## config.mk

```make
export PLATFORM = sky130hd
export DESIGN_NAME = pyramid_top
export DESIGN_NICKNAME = d
export VERILOG_FILES = /design/src/verilog/pyramid_pkg.sv /design/src/verilog/frame_ram_if.sv /design/src/verilog/pyramid_top.sv /design/src/verilog/octave_sender.sv /design/src/verilog/octave_downsampler.sv /design/src/verilog/pixel_loader.sv /design/src/verilog/frame_ram.sv
export VERILOG_INCLUDE_DIRS = /design/src /design/src/verilog
export SDC_FILE = /design/constraint.sdc
export NUM_CORES = 1
export LEC_CHECK = 0
export BUFFER_PORTS_ARGS = -buffer_cell sky130_fd_sc_hd__buf_2
export CORE_ASPECT_RATIO = 0.7
export CORE_UTILIZATION = 40
export DETAILED_ROUTE_END_ITERATION = 8
export GPL_TIMING_DRIVEN = 0
export MAX_ROUTING_LAYER = met4
export SLEW_MARGIN = 20
export SYNTH_ARGS = -nofsm -noshare
export SYNTH_HDL_FRONTEND = slang
export SYNTH_HIERARCHICAL = 1
export SYNTH_SLANG_ARGS = --single-unit
```

## constraint.sdc

```tcl
create_clock -name clk_100mhz -period 4.72 [get_ports clk_100mhz]
set_input_delay 0.236 -clock clk_100mhz [delete_from_list [all_inputs] [get_ports clk_100mhz]]
set_output_delay 0.236 -clock clk_100mhz [all_outputs]
set_load 0.03 [all_outputs]
```

## src/verilog/pyramid_config.svh

```systemverilog
`ifndef PYRAMID_CONFIG_SVH
`define PYRAMID_CONFIG_SVH

// frame geometry, full size
`define IMG_WIDTH 8   // pixels per row
`define IMG_HEIGHT 8  // rows per frame

// greyscale depth of one sample
`define PIXEL_BITS 8

// clocks between output byte strobes
// sender needs at least two
`define TX_SPACING 4

`endif
```

## src/verilog/pyramid_pkg.sv

```systemverilog
`include "pyramid_config.svh"

package pyramid_pkg;

    // pixel counts of the two image levels
    localparam int FULL_PIXELS = `IMG_WIDTH * `IMG_HEIGHT;
    localparam int HALF_PIXELS = FULL_PIXELS / 4;  // one octave down

    // one greyscale sample
    typedef logic [`PIXEL_BITS-1:0] pixel_t;

    // raster addresses into each memory
    typedef logic [$clog2(FULL_PIXELS)-1:0] full_addr_t;
    typedef logic [$clog2(HALF_PIXELS)-1:0] half_addr_t;

endpackage

```

## src/verilog/frame_ram_if.sv

```systemverilog
`timescale 1ns/1ps
`default_nettype none
`include "pyramid_config.svh"

// one write port and one read port of a frame memory
interface frame_ram_if #(
    parameter int ADDR_BITS = 6  // full or half frame depth
);

    logic                   wr_en;    // write strobe
    logic [ADDR_BITS-1:0]   wr_addr;
    logic [`PIXEL_BITS-1:0] wr_data;
    logic [ADDR_BITS-1:0]   rd_addr;  // sampled every edge
    logic [`PIXEL_BITS-1:0] rd_data;  // word at last sampled rd_addr

    // producer stage
    modport writer (output wr_en, wr_addr, wr_data);

    // consumer stage, reads always on
    modport reader (output rd_addr, input rd_data);

    // the memory itself
    modport mem (input wr_en, wr_addr, wr_data, rd_addr, output rd_data);

endinterface

`default_nettype wire

```

## src/verilog/pyramid_top.sv

```systemverilog
`timescale 1ns/1ps
`default_nettype none

// one-octave pyramid, byte in and byte out
module pyramid_top import pyramid_pkg::*; (
    input  logic   clk_100mhz,
    input  logic   sys_rst,
    input  pixel_t rx_data_i,
    input  logic   rx_valid_i,
    input  logic   send_i,
    output pixel_t tx_data_o,
    output logic   tx_valid_o,
    output logic   tx_busy_o,
    output logic   image_received_o,
    output logic   pyramid_done_o
);

    logic frame_start;   // loader to downsampler
    logic octave_ready;  // downsampler to sender

    // memory buses
    frame_ram_if #(.ADDR_BITS($bits(full_addr_t))) full_if ();
    frame_ram_if #(.ADDR_BITS($bits(half_addr_t))) half_if ();

    frame_ram #(.ADDR_BITS($bits(full_addr_t))) full_ram_i (
        .clk_100mhz (clk_100mhz),
        .sys_rst    (sys_rst),
        .mem_if     (full_if.mem)
    );

    frame_ram #(.ADDR_BITS($bits(half_addr_t))) half_ram_i (
        .clk_100mhz (clk_100mhz),
        .sys_rst    (sys_rst),
        .mem_if     (half_if.mem)
    );

    pixel_loader loader_i (
        .clk_100mhz       (clk_100mhz),
        .sys_rst          (sys_rst),
        .rx_data_i        (rx_data_i),
        .rx_valid_i       (rx_valid_i),
        .wr_if            (full_if.writer),
        .frame_start_o    (frame_start),
        .image_received_o (image_received_o)
    );

    octave_downsampler down_i (
        .clk_100mhz     (clk_100mhz),
        .sys_rst        (sys_rst),
        .frame_start_i  (frame_start),
        .rd_if          (full_if.reader),
        .wr_if          (half_if.writer),
        .octave_ready_o (octave_ready)
    );

    octave_sender sender_i (
        .clk_100mhz     (clk_100mhz),
        .sys_rst        (sys_rst),
        .octave_ready_i (octave_ready),
        .send_i         (send_i),
        .rd_if          (half_if.reader),
        .tx_data_o      (tx_data_o),
        .tx_valid_o     (tx_valid_o),
        .tx_busy_o      (tx_busy_o)
    );

    assign pyramid_done_o = octave_ready;  // status level

endmodule

`default_nettype wire

```

## src/verilog/octave_sender.sv

```systemverilog
`timescale 1ns/1ps
`default_nettype none
`include "pyramid_config.svh"

// paced byte stream of the half-size octave
module octave_sender import pyramid_pkg::*; (
    input  logic          clk_100mhz,
    input  logic          sys_rst,
    input  logic          octave_ready_i,  // octave fully written
    input  logic          send_i,          // request pulse
    frame_ram_if.reader   rd_if,           // half-size octave
    output pixel_t        tx_data_o,
    output logic          tx_valid_o,      // one-cycle byte strobe
    output logic          tx_busy_o
);

    localparam int TICK_BITS = (`TX_SPACING > 1) ? $clog2(`TX_SPACING) : 1;

    logic                 send_ok;    // accepted request
    logic                 busy_q;
    logic [TICK_BITS-1:0] tick_q;     // spacing counter
    half_addr_t           rd_ptr_q;   // next byte to fetch
    logic                 last_q;     // final byte already taken
    logic                 take_byte;
    logic                 tx_valid_q;
    pixel_t               tx_data_q;

    assign send_ok = send_i && octave_ready_i && !busy_q;  // ignored otherwise

    // tick 0 presents the address, tick 1 sees the word
    assign take_byte = busy_q && !last_q && (tick_q == TICK_BITS'(1));

    assign rd_if.rd_addr = rd_ptr_q;

    always_ff @(posedge clk_100mhz) begin
        if (sys_rst) begin
            busy_q     <= 1'b0;
            tick_q     <= '0;
            rd_ptr_q   <= '0;
            last_q     <= 1'b0;
            tx_valid_q <= 1'b0;
        end else begin
            tx_valid_q <= take_byte;
            if (send_ok) begin  // replay starts from address zero
                busy_q   <= 1'b1;
                tick_q   <= '0;
                rd_ptr_q <= '0;
                last_q   <= 1'b0;
            end else if (busy_q) begin
                tick_q <= (tick_q == TICK_BITS'(`TX_SPACING - 1)) ? '0 : tick_q + 1'b1;
                if (take_byte) begin
                    rd_ptr_q <= rd_ptr_q + 1'b1;
                    if (rd_ptr_q == half_addr_t'(HALF_PIXELS - 1)) begin
                        last_q <= 1'b1;
                    end
                end
                if (tx_valid_q && last_q) begin  // drop after final strobe
                    busy_q <= 1'b0;
                end
            end
        end
    end

    always_ff @(posedge clk_100mhz) begin
        if (take_byte) begin
            tx_data_q <= rd_if.rd_data;
        end
    end

    assign tx_data_o  = tx_data_q;
    assign tx_valid_o = tx_valid_q;
    assign tx_busy_o  = busy_q;

    // no stray strobe outside a transfer
    a_valid_in_busy: assert property (@(posedge clk_100mhz) disable iff (sys_rst)
        tx_valid_o |-> tx_busy_o)
        else $error("tx_valid_o outside tx_busy_o");

endmodule

`default_nettype wire

```

## src/verilog/octave_downsampler.sv

```systemverilog
`timescale 1ns/1ps
`default_nettype none
`include "pyramid_config.svh"

// 2x2 box average of the full frame into the half-size octave
module octave_downsampler import pyramid_pkg::*; (
    input  logic          clk_100mhz,
    input  logic          sys_rst,
    input  logic          frame_start_i,   // frame stored, go
    frame_ram_if.reader   rd_if,           // full frame
    frame_ram_if.writer   wr_if,           // half-size octave
    output logic          octave_ready_o   // held until reset
);

    localparam int HALF_W   = `IMG_WIDTH / 2;
    localparam int HALF_H   = `IMG_HEIGHT / 2;
    localparam int COL_BITS = (HALF_W > 1) ? $clog2(HALF_W) : 1;
    localparam int ROW_BITS = (HALF_H > 1) ? $clog2(HALF_H) : 1;

    // read issue stage
    logic                   running_q;
    logic [ROW_BITS-1:0]    row_q;      // output row r
    logic [COL_BITS-1:0]    col_q;      // output column c
    logic [1:0]             phase_q;    // tap, bit1 picks row, bit0 picks column
    logic                   last_tap;
    full_addr_t             src_addr;
    half_addr_t             dst_addr;

    // data return stage
    logic                   s1_valid_q;
    logic [1:0]             s1_phase_q;
    logic                   s1_last_q;
    half_addr_t             s1_addr_q;
    logic [`PIXEL_BITS+1:0] acc_q;      // four-tap sum, two spare bits

    // write stage
    logic                   wr_pend_q;
    logic                   wr_last_q;
    half_addr_t             wr_addr_q;

    logic                   pass_busy;

    assign last_tap = (phase_q == 2'd3) &&
                      (col_q == COL_BITS'(HALF_W - 1)) &&
                      (row_q == ROW_BITS'(HALF_H - 1));

    // rows 2r and 2r+1, columns 2c and 2c+1
    assign src_addr = full_addr_t'((2 * row_q + phase_q[1]) * `IMG_WIDTH
                                   + 2 * col_q + phase_q[0]);
    assign dst_addr = half_addr_t'(row_q * HALF_W + col_q);  // r*half width + c

    assign rd_if.rd_addr = src_addr;

    // one tap per cycle, no gaps between output pixels
    always_ff @(posedge clk_100mhz) begin
        if (sys_rst) begin
            running_q <= 1'b0;
            row_q     <= '0;
            col_q     <= '0;
            phase_q   <= '0;
        end else if (!running_q) begin
            if (frame_start_i) begin
                running_q <= 1'b1;
                row_q     <= '0;
                col_q     <= '0;
                phase_q   <= '0;
            end
        end else begin
            phase_q <= phase_q + 2'd1;
            if (phase_q == 2'd3) begin  // pixel done, step the walk
                if (col_q == COL_BITS'(HALF_W - 1)) begin
                    col_q <= '0;
                    row_q <= row_q + 1'b1;
                end else begin
                    col_q <= col_q + 1'b1;
                end
            end
            if (last_tap) begin
                running_q <= 1'b0;
            end
        end
    end

    // control through the pipe
    always_ff @(posedge clk_100mhz) begin
        if (sys_rst) begin
            s1_valid_q     <= 1'b0;
            wr_pend_q      <= 1'b0;
            octave_ready_o <= 1'b0;
        end else begin
            s1_valid_q <= running_q;                         // datum arrives next cycle
            wr_pend_q  <= s1_valid_q && (s1_phase_q == 2'd3);  // sum complete
            if (wr_pend_q && wr_last_q) begin
                octave_ready_o <= 1'b1;
            end
        end
    end

    // payload follows the taps
    always_ff @(posedge clk_100mhz) begin
        s1_phase_q <= phase_q;
        s1_last_q  <= last_tap;
        s1_addr_q  <= dst_addr;
        wr_addr_q  <= s1_addr_q;
        wr_last_q  <= s1_last_q;
        if (s1_valid_q) begin
            if (s1_phase_q == 2'd0) begin  // first tap restarts the sum
                acc_q <= {2'b00, rd_if.rd_data};
            end else begin
                acc_q <= acc_q + {2'b00, rd_if.rd_data};
            end
        end
    end

    // divide by four, truncating
    assign wr_if.wr_en   = wr_pend_q;
    assign wr_if.wr_addr = wr_addr_q;
    assign wr_if.wr_data = acc_q[`PIXEL_BITS+1:2];

    assign pass_busy = running_q || s1_valid_q || wr_pend_q;

    // loader must not restart a pass still in flight
    a_no_restart: assert property (@(posedge clk_100mhz) disable iff (sys_rst)
        frame_start_i |-> !pass_busy)
        else $error("frame_start during downsample pass");

endmodule

`default_nettype wire

```

## src/verilog/pixel_loader.sv

```systemverilog
`timescale 1ns/1ps
`default_nettype none

// raster-order writer of the incoming frame
module pixel_loader import pyramid_pkg::*; (
    input  logic          clk_100mhz,
    input  logic          sys_rst,
    input  pixel_t        rx_data_i,         // byte from the receiver
    input  logic          rx_valid_i,        // one-cycle strobe
    frame_ram_if.writer   wr_if,             // full frame memory
    output logic          frame_start_o,     // kicks the downsampler
    output logic          image_received_o   // frame complete, held
);

    full_addr_t addr_q;  // next raster position
    logic       take;    // byte accepted this cycle

    // once the frame is full everything else is dropped
    assign take = rx_valid_i && !image_received_o;

    // write lands in the same cycle as the strobe
    assign wr_if.wr_en   = take;
    assign wr_if.wr_addr = addr_q;
    assign wr_if.wr_data = rx_data_i;

    always_ff @(posedge clk_100mhz) begin
        if (sys_rst) begin
            addr_q           <= '0;
            image_received_o <= 1'b0;
            frame_start_o    <= 1'b0;
        end else begin
            frame_start_o <= 1'b0;  // single pulse
            if (take) begin
                addr_q <= addr_q + 1'b1;
                if (addr_q == full_addr_t'(FULL_PIXELS - 1)) begin  // last pixel
                    image_received_o <= 1'b1;
                    frame_start_o    <= 1'b1;
                end
            end
        end
    end

    // bytes after the full frame must not move the write pointer
    a_ignore_after_full: assert property (@(posedge clk_100mhz) disable iff (sys_rst)
        (rx_valid_i && image_received_o) |=> $stable(addr_q))
        else $error("pixel_loader took a byte after frame complete");

endmodule

`default_nettype wire

```

## src/verilog/frame_ram.sv

```systemverilog
`timescale 1ns/1ps
`default_nettype none

// simple dual-port ram, read-first, one cycle read latency
module frame_ram import pyramid_pkg::*; #(
    parameter int ADDR_BITS = 6
) (
    input  logic      clk_100mhz,
    input  logic      sys_rst,
    frame_ram_if.mem  mem_if
);

    localparam int DEPTH = 1 << ADDR_BITS;

    pixel_t mem [DEPTH];  // maps to block ram
    pixel_t rd_q;         // registered read word

    always_ff @(posedge clk_100mhz) begin
        if (mem_if.wr_en) begin
            mem[mem_if.wr_addr] <= mem_if.wr_data;
        end
        rd_q <= mem[mem_if.rd_addr];  // old word on same-address collision
    end

    assign mem_if.rd_data = rd_q;

    // interface width has to agree with this instance's depth
    a_wr_in_range: assert property (@(posedge clk_100mhz) disable iff (sys_rst)
        mem_if.wr_en |-> (mem_if.wr_addr < DEPTH))
        else $error("frame_ram write past depth %0d", DEPTH);

endmodule

`default_nettype wire

```

==> results.rst <==
.. list-table::
   :header-rows: 1

   * - Metric
     - Value
   * - Run status
     - finished clean
   * - Cell family with most CP delay
     - buffers and inverters
   * - Overall global routing resource usage
     - 19.43%
   * - Via count of the first global-routing pass
     - 13,760
   * - Share of cells above drive strength 1
     - 22.07%
   * - Predominant post-synthesis flop cell
     - sky130_fd_sc_hd__edfxtp_1
   * - Max transition margin
     - 28.02%
   * - CTS buffer count
     - 69
   * - Cell Area, Synth
     - 0.02785 mm2
   * - # DRC
     - 0
   * - Net count of the finished layout
     - 1,520
   * - Data required time at the worst endpoint
     - 5110 ps
   * - Average wire per cell in the routed design
     - 26.65 um
   * - Num ports
     - 24
   * - Power Dens Cells
     - 396.4 mW/mm2
   * - Final ANT Viol Nets
     - 0
   * - Vias
     - 14,080
   * - Buffering stage count on the worst path with inverters included
     - 4
   * - Number of iterations in the first detailed-routing pass
     - 5
   * - Insertion delay to the later sink of the worst-skew pair
     - 610 ps
   * - Wire length of the first global-routing pass
     - 95.21 mm
   * - Type of destination of the critical path
     - flop
   * - Core Footprint
     - 0.06847 mm2
   * - Startpoint-to-endpoint class of the critical path
     - reg -> reg
   * - Clock Skews
     - 28.01 ps
   * - Startpoint of the lowest-slack hold path
     - send_i
   * - Cell-by-cell listing of the critical path
     - buf_2 > buf_4 > clkbuf_1 > buf_2 > o221ai_1 > o21a_1 > o41ai_1
   * - Flop and latch count out of synthesis
     - 713
   * - Reg-to-Reg Start
     - down_i/col_q[1]
   * - Gp weighted congestion
     - 0.9604
   * - FMAX
     - 272.5 MHz
   * - Most prevalent standard cell on the critical path
     - sky130_fd_sc_hd__buf_2
   * - Avg Synthesized Cell Area
     - 19.86 um2
   * - Max FO, Critical Path
     - 10
   * - Overall die area
     - 0.07070 mm2
   * - Leakage Power
     - 0.009611 uW
   * - Finished Cell Area
     - 0.03126 mm2
   * - Number of instances in the synthesized netlist
     - 1,402
   * - Clk slew on worst S/H paths
     - 60 ps
   * - Worst ir drop on vdd
     - 278.5 uV
   * - Post_cts resized
     - 0
   * - Maximum number of pins on one net before global-route repair
     - 65
   * - Total chip power
     - 12,390 uW
   * - Maximum capacitance violations
     - 0
   * - Crit path largest cell delay
     - 810 ps
   * - Die height
     - 222.8 um
   * - Cell at the root of the clock tree
     - sky130_fd_sc_hd__clkbuf_16
   * - Type of the most critical hold path
     - in -> reg
   * - Worst Setup Start Kind
     - flop
   * - Distinct cell type count of the synthesized netlist
     - 67
   * - Post-Route Hold Slack
     - 70.38 ps
   * - Sequential fraction of the synthesis area
     - 74.91%
   * - Effective utilization at floorplan
     - 40.67%
   * - Number of design-rule violations left by the first detailed-router iteration
     - 1,547
   * - Critical path startpoint
     - down_i/col_q[1]
   * - Unrepaired setup endpoints after global routing
     - no
   * - Cell at the slowest stage of the critical path
     - sky130_fd_sc_hd__o41ai_1
   * - Chip Width
     - 317.4 um
   * - Max clock buf depth
     - 3
   * - Max H-tree Level
     - 3
   * - Tightest Pin Transition
     - 1076 ps
   * - Synthesis warning total
     - 6
   * - Shortest period the worst path allows
     - 3670 ps
   * - Number of antenna violations at the first check in global routing
     - 3
   * - Port bufs
     - 15
   * - WP data arrival
     - 4060 ps
   * - Final period utilization
     - 77.76%
   * - Count of standard-cell rows
     - 80
   * - HPWL after DPL
     - 42.06 mm
   * - Net count after synthesis
     - 1,430
   * - Placed cell area
     - 0.02909 mm2
   * - Setup TNS
     - 0 ps
   * - Number of clock sinks
     - 713
   * - Setup violation total in the final timing report
     - 0
   * - Post-synth EDFFs
     - 658
   * - Endpoints failing hold
     - 0
   * - Total congestion overflow after global routing
     - 0
   * - Post-synth ARST share
     - 0%
   * - Final max-slew violation count
     - 0
   * - Routed Wire Length
     - 65.23 mm
   * - Area added between synthesis and finish
     - 12.25%
   * - CTS tree
     - done
   * - Per-cell via count in the routed design
     - 5.753
[worst register-to-register path: stages (launching register included)]
cell and delay [ps]:
sky130_fd_sc_hd__dfxtp_1 370, sky130_fd_sc_hd__buf_2 270, sky130_fd_sc_hd__buf_4 270, sky130_fd_sc_hd__clkbuf_1 740, sky130_fd_sc_hd__buf_2 540, sky130_fd_sc_hd__o221ai_1 270, sky130_fd_sc_hd__o21a_1 180, sky130_fd_sc_hd__o41ai_1 810
[report_power, final]
group / switching, uW / total (uW) / internal [uW]
clock: 2320 / 5290 / 2970
combinational: 150 / 197 / 47.4
sequential: 12.4 / 6910 / 6890
total: 2480 / 12400 / 9910
[flip-flops by register name, indices dropped and copies added (netlist names), 2 cells and up]
register / count
down_i/acc_q: 10
down_i/col_q: 2
down_i/phase_q: 2
down_i/row_q: 2
down_i/s1_addr_q: 4
down_i/s1_phase_q: 2
down_i/wr_if.wr_addr: 4
full_ram_i/mem: 512
full_ram_i/mem_if.rd_data: 8
half_ram_i/mem: 128
half_ram_i/mem_if.rd_data: 8
loader_i/wr_if.wr_addr: 6
sender_i/rd_if.rd_addr: 4
sender_i/tick_q: 2
sender_i/tx_data_o: 8
[Yosys cell counts (3+ instances only)]
master	count	area [um2]
sky130_fd_sc_hd__a211oi_1	8	60.06
sky130_fd_sc_hd__a21o_1	5	37.54
sky130_fd_sc_hd__a21oi_1	14	70.07
sky130_fd_sc_hd__a221oi_1	6	52.55
sky130_fd_sc_hd__a22oi_1	20	150.1
sky130_fd_sc_hd__buf_1	4	15.01
sky130_fd_sc_hd__buf_2	14	70.07
sky130_fd_sc_hd__buf_4	30	225.2
sky130_fd_sc_hd__buf_6	9	101.4
sky130_fd_sc_hd__clkbuf_1	21	78.83
sky130_fd_sc_hd__clkdlybuf4s25_2	3	30.03
sky130_fd_sc_hd__dfxtp_1	55	1101
sky130_fd_sc_hd__edfxtp_1	658	19760
sky130_fd_sc_hd__ha_1	15	187.7
sky130_fd_sc_hd__inv_1	7	26.28
sky130_fd_sc_hd__mux2_2	15	168.9
sky130_fd_sc_hd__mux2i_1	26	260.3
sky130_fd_sc_hd__mux4_1	14	367.9
sky130_fd_sc_hd__mux4_2	144	3243
sky130_fd_sc_hd__nand2_1	39	146.4
sky130_fd_sc_hd__nand2b_1	9	56.30
sky130_fd_sc_hd__nand3_1	17	85.08
sky130_fd_sc_hd__nand3b_1	6	45.04
sky130_fd_sc_hd__nand4_1	6	37.54
sky130_fd_sc_hd__nor2_1	124	465.5
sky130_fd_sc_hd__nor2b_1	19	118.9
sky130_fd_sc_hd__nor3_1	13	65.06
sky130_fd_sc_hd__nor3b_1	3	22.52
sky130_fd_sc_hd__o2111ai_1	3	26.28
sky130_fd_sc_hd__o21a_1	5	37.54
sky130_fd_sc_hd__o21ai_0	15	75.07
sky130_fd_sc_hd__o221ai_1	8	70.07
sky130_fd_sc_hd__o22ai_1	8	50.05
sky130_fd_sc_hd__o2bb2ai_1	3	26.28
sky130_fd_sc_hd__xor2_1	7	61.31
[repair_timing]
| item | CTS | global route |
|---|---|---|
| buffers inserted | 0 | 0 |
| endpoints found under the hold margin | 3 | 0 |
| hold buffers | 3 | 0 |
[per-layer routing]
layer,wire length [um],part of all wire (%),vias up,global-route usage [%]
met5,0,0,-,-
met1,29460,45,7471,28.89
li1,-,-,5908,-
met2,28490,44,598,26.61
met3,5727,8.8,106,4.573
met4,1553,2.4,0,5.309
[final cells by class]
type | instances | area, um2
inverters | 8 | 30.03
diodes | 1 | 2.502
fillers | 5842 | 37210
repair buffers | 19 | 112.6
flip-flops and latches | 713 | 20860
clock inverters | 34 | 266.5
well taps | 902 | 1129
multi-input cells | 598 | 6430
clock buffers | 90 | 1868
plain buffers | 83 | 560.5
[cells in the final DEF, fill, tap and decap left out, types with 7 or more instances in the layout]
master,n
sky130_fd_sc_hd__ha_1,15
sky130_fd_sc_hd__dfxtp_1,55
sky130_fd_sc_hd__nand3_1,17
sky130_fd_sc_hd__a211oi_1,8
sky130_fd_sc_hd__mux4_2,144
sky130_fd_sc_hd__nor3_1,7
sky130_fd_sc_hd__o221ai_1,8
sky130_fd_sc_hd__o22ai_1,8
sky130_fd_sc_hd__nand2b_1,9
sky130_fd_sc_hd__nor2_1,123
sky130_fd_sc_hd__xor2_1,7
sky130_fd_sc_hd__buf_4,31
sky130_fd_sc_hd__mux4_1,14
sky130_fd_sc_hd__nand2_1,39
sky130_fd_sc_hd__clkinv_1,14
sky130_fd_sc_hd__edfxtp_1,658
sky130_fd_sc_hd__buf_2,29
sky130_fd_sc_hd__a22oi_1,20
sky130_fd_sc_hd__clkbuf_1,38
sky130_fd_sc_hd__clkinv_2,10
sky130_fd_sc_hd__nor2b_1,19
sky130_fd_sc_hd__a21oi_1,14
sky130_fd_sc_hd__clkbuf_16,71
sky130_fd_sc_hd__mux2i_1,26
sky130_fd_sc_hd__buf_6,9
sky130_fd_sc_hd__inv_1,7
sky130_fd_sc_hd__mux2_2,15
sky130_fd_sc_hd__o21ai_0,15
[path summary, 6_finish.rpt]
kind	end	slack, ps	cells past startpoint
setup / recovery	full_ram_i/mem_if.rd_data[3]	1050	7
hold reg to reg	down_i/wr_if.wr_addr[1]	330	0
hold / removal	sender_i/rd_if.rd_addr[3]	70	3
setup reg to reg	full_ram_i/mem_if.rd_data[3]	1050	7
[per-stage QoR]
step / std cells / utilization [%] / setup slack, ps
after floorplan: 1402 / - / 2652
after global placement: 2319 / 42.43 / 1168
after detailed placement: 2320 / 42.49 / 1214
after CTS: 2447 / 45.65 / 1173
after global routing: 2447 / 45.65 / 1108
final: 2448 / 45.66 / 1050
[cell families after synthesis]
| kind of cell | after synthesis | share of synthesized area (%) |
|---|---|---|
| flip-flops | 713 | 74.91 |
| AND/OR/NAND/NOR | 253 | 4.282 |
| multiplexers | 201 | 14.59 |
| AO/OA/AOI/OAI | 119 | 3.073 |
| buffers and inverters | 91 | 2.121 |
| adder cells (fa/ha/maj) | 16 | 0.7458 |
| XOR/XNOR | 9 | 0.2831 |
Note: power is estimated with default switching activity, not from simulation.
